--- config.mk ---
export PLATFORM = sky130hd
export DESIGN_NAME = soc_peripherals
export DESIGN_NICKNAME = d
export VERILOG_FILES = /design/src/source/periph_pkg.sv /design/src/source/periph_plic.sv /design/src/source/periph_reg_decode.sv /design/src/source/periph_timer.sv /design/src/source/periph_uart_tx.sv /design/src/source/soc_peripherals.sv
export SDC_FILE = /design/constraint.sdc
export NUM_CORES = 1
export LEC_CHECK = 0
export BUFFER_PORTS_ARGS = -buffer_cell sky130_fd_sc_hd__buf_2
export CORE_UTILIZATION = 45
export DETAILED_ROUTE_END_ITERATION = 10
export PLACE_DENSITY = 0.69
export SLEW_MARGIN = 30
export SYNTH_ARGS = -nofsm -noshare
export SYNTH_HDL_FRONTEND = slang
export SYNTH_SLANG_ARGS = --single-unit
export TNS_END_PERCENT = 30
--- constraint.sdc ---
create_clock -name clk_i -period 4.9 [get_ports clk_i]
set_input_delay 0.245 -clock clk_i [delete_from_list [all_inputs] [get_ports clk_i]]
set_output_delay 0.245 -clock clk_i [all_outputs]
set_load 0.02 [all_outputs]
--- src/source/periph_pkg.sv ---
/*
 * Peripheral subsystem package
 * Bus widths, address map, register offsets, PLIC sizing and UART states
 */
package periph_pkg;

    typedef logic [11:0] addr_t;
    typedef logic [31:0] data_t;
    typedef logic [5:0]  offset_t;
    typedef logic [3:0]  region_t;
    typedef logic [1:0]  src_id_t;
    typedef logic [2:0]  prio_t;

    // Region number sits in address bits 11:8
    localparam region_t REGION_PLIC  = 4'd0;
    localparam region_t REGION_UART  = 4'd1;
    localparam region_t REGION_TIMER = 4'd2;

    localparam data_t ERR_READ_DATA = 32'hDEAD_BEEF;

    localparam int    NUM_TIMERS     = 2;
    localparam int    NUM_SOURCES    = 3;
    localparam int    NUM_TARGETS    = 2;
    localparam prio_t MAX_PRIORITY   = 3'd7;
    localparam data_t UART_DIV_RESET = 32'd4;

    // --------------------------------------------------
    // Word offsets inside each region
    // --------------------------------------------------
    // Timer channel c adds 4*c
    localparam offset_t TMR_CTRL   = 6'd0;
    localparam offset_t TMR_COUNT  = 6'd1;
    localparam offset_t TMR_CMP    = 6'd2;
    localparam offset_t TMR_STATUS = 6'd3;

    localparam offset_t UART_TXDATA = 6'd0;
    localparam offset_t UART_STATUS = 6'd1;
    localparam offset_t UART_DIV    = 6'd2;
    localparam offset_t UART_CTRL   = 6'd3;

    // Bases, plus source id or target index
    localparam offset_t PLIC_PRIO    = 6'd0;
    localparam offset_t PLIC_PENDING = 6'd8;
    localparam offset_t PLIC_ENABLE  = 6'd16;
    localparam offset_t PLIC_THRESH  = 6'd24;
    localparam offset_t PLIC_CLAIM   = 6'd32;

    typedef enum logic [1:0] {IDLE, START, DATA, STOP} uart_state_e;

endpackage

--- src/source/periph_plic.sv ---
/*
 * Platform-level interrupt controller, level sources only
 * Gateways, priorities, per-target enables and thresholds, claim/complete
 */
`timescale 1ns/1ns

module periph_plic (
    input  logic                                 clk_i,
    input  logic                                 reset_i,
    input  logic                                 sel_i,
    input  logic                                 we_i,
    input  periph_pkg::offset_t                  offset_i,
    input  periph_pkg::data_t                    wdata_i,
    output periph_pkg::data_t                    rdata_o,
    input  logic [periph_pkg::NUM_SOURCES-1:0]   src_i,
    output logic [periph_pkg::NUM_TARGETS-1:0]   irq_o
);

    // Bit s of these vectors belongs to source id s+1
    logic [periph_pkg::NUM_SOURCES-1:0] pending;
    logic [periph_pkg::NUM_SOURCES-1:0] in_service;
    periph_pkg::prio_t                  prio     [periph_pkg::NUM_SOURCES];
    logic [periph_pkg::NUM_SOURCES-1:0] enable   [periph_pkg::NUM_TARGETS];
    periph_pkg::prio_t                  thresh   [periph_pkg::NUM_TARGETS];
    periph_pkg::src_id_t                claim_id [periph_pkg::NUM_TARGETS];
    logic [periph_pkg::NUM_TARGETS-1:0] claim_rd;
    logic [periph_pkg::NUM_TARGETS-1:0] complete_wr;

    // Saturate written priorities and thresholds at the top level
    function automatic periph_pkg::prio_t sat_prio(periph_pkg::data_t value);
        if (value > periph_pkg::data_t'(periph_pkg::MAX_PRIORITY)) begin
            return periph_pkg::MAX_PRIORITY;
        end
        return periph_pkg::prio_t'(value);
    endfunction

    // --------------------------------------------------
    // Best candidate per target
    // --------------------------------------------------
    always_comb begin
        periph_pkg::prio_t   best_prio;
        periph_pkg::src_id_t best_id;
        for (int t = 0; t < periph_pkg::NUM_TARGETS; t++) begin
            best_prio = '0;
            best_id   = '0;
            // Strict compare keeps the lowest id on a tie
            for (int s = 0; s < periph_pkg::NUM_SOURCES; s++) begin
                if (pending[s] && enable[t][s] && (prio[s] > best_prio)) begin
                    best_prio = prio[s];
                    best_id   = periph_pkg::src_id_t'(s + 1);
                end
            end
            irq_o[t]       = best_prio > thresh[t];
            claim_id[t]    = irq_o[t] ? best_id : '0;
            claim_rd[t]    = sel_i && !we_i &&
                             (offset_i == periph_pkg::PLIC_CLAIM + periph_pkg::offset_t'(t));
            complete_wr[t] = sel_i && we_i &&
                             (offset_i == periph_pkg::PLIC_CLAIM + periph_pkg::offset_t'(t));
        end
    end

    always_ff @(posedge clk_i) begin
        if (reset_i) begin
            pending    <= '0;
            in_service <= '0;
            for (int s = 0; s < periph_pkg::NUM_SOURCES; s++) begin
                prio[s] <= '0;
            end
            for (int t = 0; t < periph_pkg::NUM_TARGETS; t++) begin
                enable[t] <= '0;
                thresh[t] <= '0;
            end
        end else begin
            for (int s = 0; s < periph_pkg::NUM_SOURCES; s++) begin
                // Gateway, a source in service cannot pend again
                if (src_i[s] && !in_service[s]) begin
                    pending[s] <= 1'b1;
                end
                if (sel_i && we_i &&
                    (offset_i == periph_pkg::PLIC_PRIO + periph_pkg::offset_t'(s + 1))) begin
                    prio[s] <= sat_prio(wdata_i);
                end
                for (int t = 0; t < periph_pkg::NUM_TARGETS; t++) begin
                    if (claim_rd[t] && (claim_id[t] == periph_pkg::src_id_t'(s + 1))) begin
                        pending[s]    <= 1'b0;
                        in_service[s] <= 1'b1;
                    end
                    if (complete_wr[t] && (wdata_i == periph_pkg::data_t'(s + 1))) begin
                        in_service[s] <= 1'b0;
                    end
                end
            end
            for (int t = 0; t < periph_pkg::NUM_TARGETS; t++) begin
                if (sel_i && we_i &&
                    (offset_i == periph_pkg::PLIC_ENABLE + periph_pkg::offset_t'(t))) begin
                    enable[t] <= wdata_i[periph_pkg::NUM_SOURCES:1];
                end
                if (sel_i && we_i &&
                    (offset_i == periph_pkg::PLIC_THRESH + periph_pkg::offset_t'(t))) begin
                    thresh[t] <= sat_prio(wdata_i);
                end
            end
        end
    end

    // Read mux, pending and enable use bit id for source id
    always_comb begin
        rdata_o = '0;
        for (int s = 0; s < periph_pkg::NUM_SOURCES; s++) begin
            if (offset_i == periph_pkg::PLIC_PRIO + periph_pkg::offset_t'(s + 1)) begin
                rdata_o = periph_pkg::data_t'(prio[s]);
            end
        end
        if (offset_i == periph_pkg::PLIC_PENDING) begin
            rdata_o = periph_pkg::data_t'({pending, 1'b0});
        end
        for (int t = 0; t < periph_pkg::NUM_TARGETS; t++) begin
            if (offset_i == periph_pkg::PLIC_ENABLE + periph_pkg::offset_t'(t)) begin
                rdata_o = periph_pkg::data_t'({enable[t], 1'b0});
            end else if (offset_i == periph_pkg::PLIC_THRESH + periph_pkg::offset_t'(t)) begin
                rdata_o = periph_pkg::data_t'(thresh[t]);
            end else if (claim_rd[t] || complete_wr[t]) begin
                rdata_o = periph_pkg::data_t'(claim_id[t]);
            end
        end
    end

endmodule

--- src/source/periph_reg_decode.sv ---
/*
 * Register bus decoder
 * Routes each request to one region and returns a registered response,
 * with an error and fixed data for unmapped regions
 */
`timescale 1ns/1ns

module periph_reg_decode (
    input  logic                clk_i,
    input  logic                reset_i,
    input  logic                req_i,
    input  logic                we_i,
    input  periph_pkg::addr_t   addr_i,
    input  periph_pkg::data_t   wdata_i,
    output logic                plic_sel_o,
    output logic                uart_sel_o,
    output logic                timer_sel_o,
    output logic                we_o,
    output periph_pkg::offset_t offset_o,
    output periph_pkg::data_t   wdata_o,
    input  periph_pkg::data_t   plic_rdata_i,
    input  periph_pkg::data_t   uart_rdata_i,
    input  periph_pkg::data_t   timer_rdata_i,
    output logic                rsp_valid_o,
    output periph_pkg::data_t   rdata_o,
    output logic                err_o
);

    periph_pkg::region_t region;
    logic                mapped;
    periph_pkg::data_t   sel_rdata;

    assign region   = addr_i[11:8];
    assign offset_o = addr_i[7:2];
    assign we_o     = we_i;
    assign wdata_o  = wdata_i;

    // Only one select can be high, and only in the request cycle
    assign plic_sel_o  = req_i && (region == periph_pkg::REGION_PLIC);
    assign uart_sel_o  = req_i && (region == periph_pkg::REGION_UART);
    assign timer_sel_o = req_i && (region == periph_pkg::REGION_TIMER);
    assign mapped      = plic_sel_o || uart_sel_o || timer_sel_o;

    always_comb begin
        if (plic_sel_o) begin
            sel_rdata = plic_rdata_i;
        end else if (uart_sel_o) begin
            sel_rdata = uart_rdata_i;
        end else if (timer_sel_o) begin
            sel_rdata = timer_rdata_i;
        end else begin
            sel_rdata = periph_pkg::ERR_READ_DATA;
        end
    end

    // --------------------------------------------------
    // One-cycle response
    // --------------------------------------------------
    always_ff @(posedge clk_i) begin
        if (reset_i) begin
            rsp_valid_o <= 1'b0;
            err_o       <= 1'b0;
        end else begin
            rsp_valid_o <= req_i;
            err_o       <= req_i && !mapped;
        end
    end

    always_ff @(posedge clk_i) begin
        if (req_i) begin
            rdata_o <= sel_rdata;
        end
    end

endmodule

--- src/source/periph_timer.sv ---
/*
 * Compare timers
 * Each channel counts while enabled, wraps on compare match and raises
 * a sticky flag that software clears through the status register
 */
`timescale 1ns/1ns

module periph_timer (
    input  logic                                clk_i,
    input  logic                                reset_i,
    input  logic                                sel_i,
    input  logic                                we_i,
    input  periph_pkg::offset_t                 offset_i,
    input  periph_pkg::data_t                   wdata_i,
    output periph_pkg::data_t                   rdata_o,
    output logic [periph_pkg::NUM_TIMERS-1:0]   irq_o
);

    logic [periph_pkg::NUM_TIMERS-1:0] enable;
    logic [periph_pkg::NUM_TIMERS-1:0] flag;
    periph_pkg::data_t                 count [periph_pkg::NUM_TIMERS];
    periph_pkg::data_t                 cmp   [periph_pkg::NUM_TIMERS];
    periph_pkg::offset_t               base  [periph_pkg::NUM_TIMERS];
    logic [periph_pkg::NUM_TIMERS-1:0] wr_ctrl;
    logic [periph_pkg::NUM_TIMERS-1:0] wr_count;
    logic [periph_pkg::NUM_TIMERS-1:0] wr_cmp;
    logic [periph_pkg::NUM_TIMERS-1:0] wr_status;

    assign irq_o = flag;

    // Per-channel write strobes, channel c starts at word 4*c
    always_comb begin
        for (int c = 0; c < periph_pkg::NUM_TIMERS; c++) begin
            base[c]      = periph_pkg::offset_t'(4 * c);
            wr_ctrl[c]   = sel_i && we_i && (offset_i == base[c] + periph_pkg::TMR_CTRL);
            wr_count[c]  = sel_i && we_i && (offset_i == base[c] + periph_pkg::TMR_COUNT);
            wr_cmp[c]    = sel_i && we_i && (offset_i == base[c] + periph_pkg::TMR_CMP);
            wr_status[c] = sel_i && we_i && (offset_i == base[c] + periph_pkg::TMR_STATUS);
        end
    end

    always_ff @(posedge clk_i) begin
        if (reset_i) begin
            enable <= '0;
            flag   <= '0;
            for (int c = 0; c < periph_pkg::NUM_TIMERS; c++) begin
                count[c] <= '0;
                cmp[c]   <= '0;
            end
        end else begin
            for (int c = 0; c < periph_pkg::NUM_TIMERS; c++) begin
                if (enable[c]) begin
                    if (count[c] == cmp[c]) begin
                        count[c] <= '0;
                        flag[c]  <= 1'b1;
                    end else begin
                        count[c] <= count[c] + 32'd1;
                    end
                end
                // Bus writes take priority over counting
                if (wr_ctrl[c]) begin
                    enable[c] <= wdata_i[0];
                end
                if (wr_count[c]) begin
                    count[c] <= wdata_i;
                end
                if (wr_cmp[c]) begin
                    cmp[c] <= wdata_i;
                end
                if (wr_status[c]) begin
                    flag[c] <= 1'b0;
                end
            end
        end
    end

    always_comb begin
        rdata_o = '0;
        for (int c = 0; c < periph_pkg::NUM_TIMERS; c++) begin
            if (offset_i == base[c] + periph_pkg::TMR_CTRL) begin
                rdata_o = periph_pkg::data_t'(enable[c]);
            end else if (offset_i == base[c] + periph_pkg::TMR_COUNT) begin
                rdata_o = count[c];
            end else if (offset_i == base[c] + periph_pkg::TMR_CMP) begin
                rdata_o = cmp[c];
            end else if (offset_i == base[c] + periph_pkg::TMR_STATUS) begin
                rdata_o = periph_pkg::data_t'(flag[c]);
            end
        end
    end

endmodule

--- src/source/periph_uart_tx.sv ---
/*
 * UART transmitter
 * Sends one start bit, eight data bits LSB first and one stop bit,
 * each lasting the programmed number of clocks
 */
`timescale 1ns/1ns

module periph_uart_tx (
    input  logic                clk_i,
    input  logic                reset_i,
    input  logic                sel_i,
    input  logic                we_i,
    input  periph_pkg::offset_t offset_i,
    input  periph_pkg::data_t   wdata_i,
    output periph_pkg::data_t   rdata_o,
    output logic                irq_o,
    output logic                tx_o
);

    periph_pkg::uart_state_e state;
    periph_pkg::data_t       div;
    periph_pkg::data_t       cyc_cnt;
    logic [7:0]              shift;
    logic [2:0]              bit_cnt;
    logic                    irq_en;
    logic                    bit_done;
    logic                    load;

    assign bit_done = (cyc_cnt == div - 32'd1);
    // Writes while a frame is running are dropped
    assign load     = sel_i && we_i && (offset_i == periph_pkg::UART_TXDATA)
                      && (state == periph_pkg::IDLE);
    assign irq_o    = irq_en && (state == periph_pkg::IDLE);

    always_ff @(posedge clk_i) begin
        if (reset_i) begin
            state   <= periph_pkg::IDLE;
            div     <= periph_pkg::UART_DIV_RESET;
            irq_en  <= 1'b0;
            cyc_cnt <= '0;
            bit_cnt <= '0;
        end else begin
            if (sel_i && we_i && (offset_i == periph_pkg::UART_DIV)) begin
                div <= wdata_i;
            end
            if (sel_i && we_i && (offset_i == periph_pkg::UART_CTRL)) begin
                irq_en <= wdata_i[0];
            end

            if (state == periph_pkg::IDLE) begin
                cyc_cnt <= '0;
                if (load) begin
                    state <= periph_pkg::START;
                end
            end else if (!bit_done) begin
                cyc_cnt <= cyc_cnt + 32'd1;
            end else begin
                cyc_cnt <= '0;
                case (state)
                    periph_pkg::START: begin
                        state   <= periph_pkg::DATA;
                        bit_cnt <= '0;
                    end
                    periph_pkg::DATA: begin
                        bit_cnt <= bit_cnt + 3'd1;
                        if (bit_cnt == 3'd7) begin
                            state <= periph_pkg::STOP;
                        end
                    end
                    default: state <= periph_pkg::IDLE;
                endcase
            end
        end
    end

    // Shift register for the data bits
    always_ff @(posedge clk_i) begin
        if (load) begin
            shift <= wdata_i[7:0];
        end else if ((state == periph_pkg::DATA) && bit_done) begin
            shift <= shift >> 1;
        end
    end

    // Line idles high
    always_comb begin
        case (state)
            periph_pkg::START: tx_o = 1'b0;
            periph_pkg::DATA:  tx_o = shift[0];
            default:           tx_o = 1'b1;
        endcase
    end

    always_comb begin
        case (offset_i)
            periph_pkg::UART_STATUS: rdata_o = periph_pkg::data_t'(state != periph_pkg::IDLE);
            periph_pkg::UART_DIV:    rdata_o = div;
            periph_pkg::UART_CTRL:   rdata_o = periph_pkg::data_t'(irq_en);
            default:                 rdata_o = '0;
        endcase
    end

endmodule

--- src/source/soc_peripherals.sv ---
/*
 * Peripheral subsystem top
 * One register bus feeding the decoder, compare timers, UART transmitter
 * and the interrupt controller for two targets
 */
`timescale 1ns/1ns

module soc_peripherals (
    input  logic              clk_i,
    input  logic              reset_i,
    input  logic              req_i,
    input  logic              we_i,
    input  periph_pkg::addr_t addr_i,
    input  periph_pkg::data_t wdata_i,
    output logic              rsp_valid_o,
    output periph_pkg::data_t rdata_o,
    output logic              err_o,
    output logic [1:0]        irq_o,
    output logic              tx_o
);

    logic                               plic_sel;
    logic                               uart_sel;
    logic                               timer_sel;
    logic                               we;
    periph_pkg::offset_t                offset;
    periph_pkg::data_t                  wdata;
    periph_pkg::data_t                  plic_rdata;
    periph_pkg::data_t                  uart_rdata;
    periph_pkg::data_t                  timer_rdata;
    logic [periph_pkg::NUM_TIMERS-1:0]  timer_irq;
    logic                               uart_irq;
    logic [periph_pkg::NUM_SOURCES-1:0] irq_sources;

    // Source 1 and 2 are the timers, source 3 the UART
    assign irq_sources = {uart_irq, timer_irq};

    periph_reg_decode i_decode (
        .clk_i         (clk_i),
        .reset_i       (reset_i),
        .req_i         (req_i),
        .we_i          (we_i),
        .addr_i        (addr_i),
        .wdata_i       (wdata_i),
        .plic_sel_o    (plic_sel),
        .uart_sel_o    (uart_sel),
        .timer_sel_o   (timer_sel),
        .we_o          (we),
        .offset_o      (offset),
        .wdata_o       (wdata),
        .plic_rdata_i  (plic_rdata),
        .uart_rdata_i  (uart_rdata),
        .timer_rdata_i (timer_rdata),
        .rsp_valid_o   (rsp_valid_o),
        .rdata_o       (rdata_o),
        .err_o         (err_o)
    );

    periph_timer i_timer (
        .clk_i    (clk_i),
        .reset_i  (reset_i),
        .sel_i    (timer_sel),
        .we_i     (we),
        .offset_i (offset),
        .wdata_i  (wdata),
        .rdata_o  (timer_rdata),
        .irq_o    (timer_irq)
    );

    periph_uart_tx i_uart (
        .clk_i    (clk_i),
        .reset_i  (reset_i),
        .sel_i    (uart_sel),
        .we_i     (we),
        .offset_i (offset),
        .wdata_i  (wdata),
        .rdata_o  (uart_rdata),
        .irq_o    (uart_irq),
        .tx_o     (tx_o)
    );

    periph_plic i_plic (
        .clk_i    (clk_i),
        .reset_i  (reset_i),
        .sel_i    (plic_sel),
        .we_i     (we),
        .offset_i (offset),
        .wdata_i  (wdata),
        .rdata_o  (plic_rdata),
        .src_i    (irq_sources),
        .irq_o    (irq_o)
    );

endmodule

==> results.txt, run 1 <==
outcome = finished clean
fin. max-slew vios = 0
Crit Reg-Reg Startpoint = i_plic.prio[0][0]$_DFFE_PP_
DRC Markers = 0
ANT nets after route = 0
Die Y = 187.7 µm
first-pass GRT wire length = 69500 µm
total track usage = 25.14%
Max-cap violations = 0
IO Port Bufs = 82
average routed wire per standard cell = 20.90 µm
clock skew = 0.01392 ns
leakage = 0.006255 µW
die area = 35220 µm²
Tot Pwr = 5134 µW
RePlAce Congestion = 0.9599
R2R Setup Slk = 0.34 ns
share of cells above drive strength 1 = 11.50%
top post-synthesis cells by count = 203 x nand2_1, 189 x edfxtp_1, 148 x nor2_1, 131 x xor2_1, 123 x o21ai_0
Num CTS Buffers = 30
register area = 7318 µm²
vias per cell = 5.961
cells after synthesis = 1632
initial drt markers = 1209
highest-delay cell along the critical path = edfxtp_1
Post-layout nets = 1755
Post-synth EDFFs = 189
cell mode on critical path = ha_1
FMAX = 0.2193 GHz
Critical R2R Capture = i_decode.rdata_o[1]$_DFFE_PP_
WHS = 0.02388 ns
H-tree depth = 1
area delta synth->final = 12.45%
post-synth top area cell = edfxtp_1
Startpoint Class = flop
Yosys reg bits = 271
Post-Place Cells = 2089
Mapped Area = 15510 µm²
cell row count = 67
slew of the pin with the lowest slew margin = 0.8540 ns
drt pass-1 iters = 6
final setup vio count = 0
Final period util = 93.08%
Num Clock Sinks = 271
Hold EP = i_uart.div[17]$_SDFFE_PP0P_
Post-Layout Cell Count = 2152
R2R cell count = 22
Antenna Cells = 0
area share of the largest cell type after synthesis = 36.59%
TritonCTS clock tree = built
Reg clk slew, reported paths = 0.06 ns
Peak VDD IR = 321.4 µV
Slew HR = 42.91%
CP delay by family, top = compound AO/OA/AOI/OAI gates
most frequent cell after synthesis = nand2_1
Finished Core Util = 51.76%
Arr. time, crit path = 4.32 ns
final critical-path required period = 4.561 ns
via count = 12829
Hold Crit Depth = 3
area of the multi-input gates = 7784 µm²
Initial Util = 46.03%
Synth warnings = 0
async set-reset flop share out of synthesis = 0%
IO Pins = 85
Core Region = 33700 µm²
crit end category = output pin
largest cells by area after synthesis = edfxtp_1 37%, dfxtp_1 11%, xor2_1 7.4%
FILL cells = 3116
setup_tns = 0 ns
root buf cell = clkbuf_16
Hold Vio Cnt, Final = 0
sequential area share after synthesis = 47.17%
CP max stage delay = 0.45 ns
Total Routed Length = 44970 µm
Die X = 187.7 µm
vias in the first global route = 12082
clock latency on the worst-skew pair = 0.56 ns
prevailing post-synth register cell = edfxtp_1
syn nets = 1707
Worst Min Path Start = wdata_i[17]
CP Class = reg -> out
CP cell instances = and3_1, ha_1, inv_1, a21o_1, a21oi_1, a311oi_1, buf_4, mux2_2, ha_1, inv_1, a21o_1, a21oi_1, a311oi_2, mux2i_1, ha_1, nor2b_1, o21ai_0, a32oi_2, buf_2
clock tree buffer depth = 3
pwr/cell area = 294.3 nW/µm²
CP required = 4.66 ns
initial antenna violation count = 1
worst hold-check path type = in -> reg
largest net degree at the start of global routing = 56
distinct cell type count after synthesis = 66
CP max FO = 8
gr ovfl total = 0
syn_area_per_cell = 9.505 µm²
sum of buffers and inverters on the critical path = 4
DPL Wire Length = 33640 µm
-- report_power, final --
| group | internal (µW) | leakage [µW] | total, µW | switching, µW |
|---|---|---|---|---|
| Sequential | 2520 | 0.00254 | 2590 | 70.7 |
| Clock | 1310 | 0.000487 | 2230 | 918 |
| Combinational | 98.6 | 0.00323 | 315 | 217 |
| Total | 3930 | 0.00625 | 5130 | 1210 |
-- worst reg2reg max path: cells and delay by family, from the launching register on --
family                     cells  cell delay, ns
DFF                            1            0.45
muxes                          2            0.43
and+or+nand+nor                2            0.50
AOI/OAI and AO/OA             11            1.84
adders and majority gates      3            0.69
buffers and inverters          4            0.51
-- layout by cell type, fill, tap and decap left out, types with 5 or more instances in the layout --
| cell type | Yosys | layout |
|---|---|---|
| a22oi_1 | 38 | 38 |
| o21ai_0 | 123 | 121 |
| or3_1 | 9 | 9 |
| clkbuf_1 | 84 | 9 |
| nor2b_1 | 10 | 10 |
| clkbuf_8 | 0 | 8 |
| dfxtp_1 | 82 | 81 |
| nand4_1 | 30 | 30 |
| xor2_1 | 131 | 131 |
| a31oi_1 | 12 | 12 |
| buf_4 | 0 | 22 |
| ha_1 | 27 | 27 |
| nor3_1 | 31 | 28 |
| or4_1 | 7 | 7 |
| a221oi_1 | 27 | 27 |
| a21o_1 | 6 | 6 |
| dlygate4sd3_1 | 0 | 5 |
| clkinv_2 | 0 | 5 |
| and4_1 | 8 | 8 |
| mux2i_1 | 38 | 38 |
| a22o_1 | 11 | 11 |
| buf_2 | 6 | 82 |
| and3_1 | 28 | 27 |
| mux2_2 | 12 | 12 |
| nand3_1 | 47 | 46 |
| nand2b_1 | 6 | 6 |
| o31ai_1 | 6 | 5 |
| nand3b_1 | 8 | 8 |
| nand2_1 | 203 | 202 |
| inv_1 | 42 | 42 |
| nor2_1 | 148 | 144 |
| xnor2_1 | 61 | 61 |
| o211ai_1 | 5 | 5 |
| clkbuf_16 | 0 | 32 |
| nor4_1 | 37 | 36 |
| and2_1 | 34 | 34 |
| a21oi_1 | 65 | 65 |
| edfxtp_1 | 189 | 189 |
-- how the worst max path moves through the flow --
stage                                        start                           endpoint  slack [ns]  cells past startpoint
finish                 i_plic.prio[0][0]$_DFFE_PP_                           irq_o[0]        0.34                     19
global route         i_plic.enable[0][0]$_DFFE_PP_      i_decode.rdata_o[1]$_DFFE_PP_       -0.02                     20
CTS                 i_plic.pending[0]$_SDFFE_PP0P_  i_plic.in_service[0]$_SDFFE_PP0P_        0.18                     22
detailed placement  i_plic.pending[0]$_SDFFE_PP0P_  i_plic.in_service[0]$_SDFFE_PP0P_        0.24                     22
global placement    i_plic.pending[0]$_SDFFE_PP0P_  i_plic.in_service[0]$_SDFFE_PP0P_        0.38                     22
floorplan           i_plic.pending[0]$_SDFFE_PP0P_      i_decode.rdata_o[1]$_DFFE_PP_       -0.04                     21
-- final cells by class --
| type | instances | area share (%) |
|---|---|---|
| well taps | 448 | 3.214 |
| multi-input cells | 1225 | 44.62 |
| clock inverters | 7 | 0.2367 |
| clock buffers | 49 | 5.416 |
| flip-flops and latches | 271 | 41.96 |
| repair buffers | 110 | 3.651 |
| inverters | 42 | 0.9038 |
-- metrics by stage --
| step | area, µm² | worst slack [ns] |
|---|---|---|
| 2_1_floorplan | 15520 | -0.03553 |
| 3_3_place_gp | 16360 | 0.3771 |
| 3_5_place_dp | 16370 | 0.2363 |
| 4_1_cts | 17410 | 0.1787 |
| 5_1_grt | 17440 | -0.02255 |
| 6_report | 17440 | 0.3390 |
-- registers in the layout, indices dropped and copies added (netlist names), 2 cells and up --
| signal | flops |
|---|---|
| i_uart.div | 32 |
| i_plic.enable | 6 |
| i_decode.rdata_o | 32 |
| i_uart.cyc_cnt | 32 |
| i_uart.shift | 8 |
| i_plic.prio | 9 |
| i_timer.cmp | 64 |
| i_timer.count | 64 |
| i_plic.thresh | 6 |
| i_timer.enable | 2 |
| i_timer.irq_o | 2 |
| i_uart.bit_cnt | 3 |
| i_plic.pending | 3 |
| i_uart.state | 2 |
| i_plic.in_service | 3 |
-- repair_timing --
item | CTS | global route
resized for setup | 0 | 3
endpoints found under the setup margin | 0 | 6
hold endpoints to repair | 5 | 0
setup buffers | 0 | 1
hold buffers | 5 | 0
-- cells by family after synthesis --
| group | Yosys count | share of synthesized area, % |
|---|---|---|
| mux | 51 | 3.468 |
| fa+ha+maj | 27 | 2.178 |
| simple gates | 630 | 19.90 |
| compound gates | 325 | 13.11 |
| xor+xnor | 192 | 10.84 |
| buf+inv | 136 | 3.339 |
| flops | 271 | 47.17 |
-- metal layers --
metal	track usage, %	vias up	wire (µm)	part of all wire [%]
met1	36.46	6132	19820	44
met5	0	-	0	0
met2	38.90	605	20030	45
met3	3.687	82	3821	8.5
met4	7.067	0	1302	2.9
li1	-	6010	-	-
Power figures use the tool's default switching activity.
==> inputs of run 2 (changes only) <==
==> constraint.sdc (replaced) <==
create_clock -name clk_i -period 4.9 [get_ports clk_i]
set_input_delay 0.49 -clock clk_i [delete_from_list [all_inputs] [get_ports clk_i]]
set_output_delay 0.49 -clock clk_i [all_outputs]
set_load 0.02 [all_outputs]
==> results.txt, run 2 (synthesis results as in run 1) <==
GR peak layer = met2
final setup vio count = 0 (unchanged)
average routed wire per standard cell = 20.89 µm (about the same)
H-tree depth = 1 (unchanged)
vias in the first global route = 11836 (-2.0%)
CP max FO = 5 (-3)
Die X = 187.7 µm (unchanged)
clock tree buffer depth = 3 (unchanged)
pwr/cell area = 290.4 nW/µm² (-1.3%)
Final period util = 96.39% (+3.3 points)
register area = 7318 µm² (unchanged)
TritonCTS clock tree = built
CP required = 4.41 ns (-0.25 ns)
R2R Setup Slk = 0.26 ns (-0.08 ns)
Num Clock Sinks = 271 (unchanged)
area delta synth->final = 12.11%
vias per cell = 5.941 (-0.34%)
Clk pwr share = 42.5% (-0.9 points)
clock latency on the worst-skew pair = 0.58 ns (+0.02 ns)
Initial Util = 46.03% (unchanged)
outcome = finished clean
Slew HR = 44.52% (+1.6 points)
fin. max-slew vios = 0 (unchanged)
Post-layout nets = 1756 (+0.057%)
Reg clk slew, reported paths = 0.06 ns (about the same)
RePlAce Congestion = 0.9409 (-2.0%)
area of the multi-input gates = 7792 µm² (+0.11%)
DRC Markers = 0 (unchanged)
met1 usage in global routing = 37.55% (+1.1 points)
clock skew = 0.03283 ns (+0.01891 ns)
Startpoint Class = flop
Max-cap violations = 0 (unchanged)
combinational power share = 6.3% (+0.2 points)
largest net degree at the start of global routing = 56 (unchanged)
drt pass-1 iters = 5 (-1)
Num CTS Buffers = 29 (-3.3%)
total track usage = 25.18% (+0.045 points)
gr ovfl total = 0 (unchanged)
Core Region = 33700 µm² (unchanged)
RSZ-0062 raised after global routing = true
Arr. time, crit path = 4.23 ns (-0.09 ns)
CP Class = reg -> out
sw frac = 24.22% (+0.73 points)
routing usage on met3 = 2.733% (-0.95 points)
Tot Pwr = 5050 µW (-1.6%)
IO Port Bufs = 82 (unchanged)
IO Pins = 85 (unchanged)
crit end category = output pin
cell row count = 67 (unchanged)
most common cell after layout, fill and taps aside = nand2_1
share of cells above drive strength 1 = 11.97% (+0.47 points)
Total Routed Length = 44980 µm (about the same)
slew of the pin with the lowest slew margin = 0.8303 ns (-0.02372 ns)
Post-CTS Hold Buffers = 0 (-5)
first-pass GRT wire length = 69550 µm (about the same)
initial drt markers = 1393 (+15%)
setup_tns = 0 ns (unchanged)
DPL Wire Length = 33680 µm (+0.11%)
leakage = 0.006230 µW (-0.40%)
Finished Core Util = 51.60% (-0.16 points)
met2 Resource Use GR = 39.15% (+0.24 points)
biggest regs = i_timer.cmp: 64 flops, i_timer.count: 64 flops
final critical-path required period = 4.723 ns (+0.1620 ns)
register share of total power = 51.3% (+0.9 points)
initial antenna violation count = 0 (-1)
FILL cells = 3151 (+1.1%)
P_int = 3827 µW (-2.6%)
worst hold-check path type = in -> reg
most frequent cells in the layout = 202 x nand2_1, 189 x edfxtp_1, 144 x nor2_1
ANT nets after route = 0 (unchanged)
Peak VDD IR = 269.0 µV (-16%)
Die Y = 187.7 µm (unchanged)
die area = 35220 µm² (unchanged)
root buf cell = clkbuf_16
FMAX = 0.2117 GHz (-3.4%)
Hold Vio Cnt, Final = 0 (unchanged)
Sw Pwr = 1223 µW (+1.4%)
via count = 12791 (-0.30%)
==> run 2: changes by cell type in the layout (fill, tap and decap cells not counted), moves of 2 or more <==
cell	previous run	this run
buf_4	22	31
clkbuf_8	8	2
dlygate4sd3_1	5	0
clkbuf_16	32	30
clkinv_2	5	7
clkinv_4	0	2
==> run 2: what timing repair did <==
action                                  in CTS  in global routing
hold endpoints to repair                     0                  0
buffers inserted                             0                  9
gates resized for setup                      0                  7
endpoints found under the setup margin       0                  6
==> run 2: cell type report <==
class / count / share of cell area [%]
diodes: 1 / 0.01439
clock buffers: 40 / 4.648
clock inverters: 14 / 0.6475
inverters: 42 / 0.9065
multi-input cells: 1225 / 44.81
flip-flops and latches: 271 / 42.08
well taps: 448 / 3.223
repair buffers: 112 / 3.669
==> run 2: path summary, 6_finish.rpt <==
kind | cells past startpoint | start | end
setup reg to reg | 23 | i_plic.prio[0][1]$_DFFE_PP_ | i_decode.rdata_o[1]$_DFFE_PP_
hold / removal | 3 | wdata_i[24] | i_uart.div[24]$_SDFFE_PP0P_
hold reg to reg | 2 | i_uart.bit_cnt[2]$_SDFFE_PP0P_ | i_uart.bit_cnt[2]$_SDFFE_PP0P_
setup / recovery | 19 | i_plic.prio[0][1]$_DFFE_PP_ | irq_o[0]
==> run 2: worst max-delay path, stage by stage (launching register included) <==
cell      delay (ns)
edfxtp_1        0.44
nand3_1         0.13
ha_1            0.33
a21o_1          0.11
a21oi_1         0.07
a311oi_2        0.23
buf_4           0.18
mux2_2          0.35
ha_1            0.18
inv_1           0.05
a21o_1          0.11
a21oi_1         0.08
a311oi_2        0.21
buf_4           0.19
mux2i_1         0.21
ha_1            0.26
nor2b_1         0.13
o21ai_0         0.14
a32oi_1         0.09
buf_2           0.18
==> run 2: power groups by stage <==
stage,Clock [µW],Sequential [µW],Combinational (µW)
final,2140,2590,316
after detailed placement,0,2630,307
after global routing,2270,2600,335
after CTS,2180,2590,308
after floorplan,0,2640,145
after global placement,0,2630,304
==> run 2: routing by layer <==
layer / wire, µm / vias to the layer above
met1: 20200 / 6193
li1: - / 6017
met5: 0 / -
met2: 20280 / 524
met3: 3612 / 57
met4: 886 / 0
==> run 2: per-stage QoR <==
step / setup slack [ns] / hold slack, ns / cells / instance area [µm²]
after floorplan: -0.03553 / 0.4277 / 1632 / 15520
after global placement: 0.2867 / 0.4448 / 2089 / 16350
after detailed placement: 0.2557 / 0.4710 / 2089 / 16370
after CTS: 0.009356 / 0.1917 / 2143 / 17290
after global routing: -0.04555 / 0.2175 / 2152 / 17390
final: 0.1770 / 0.2280 / 2153 / 17390
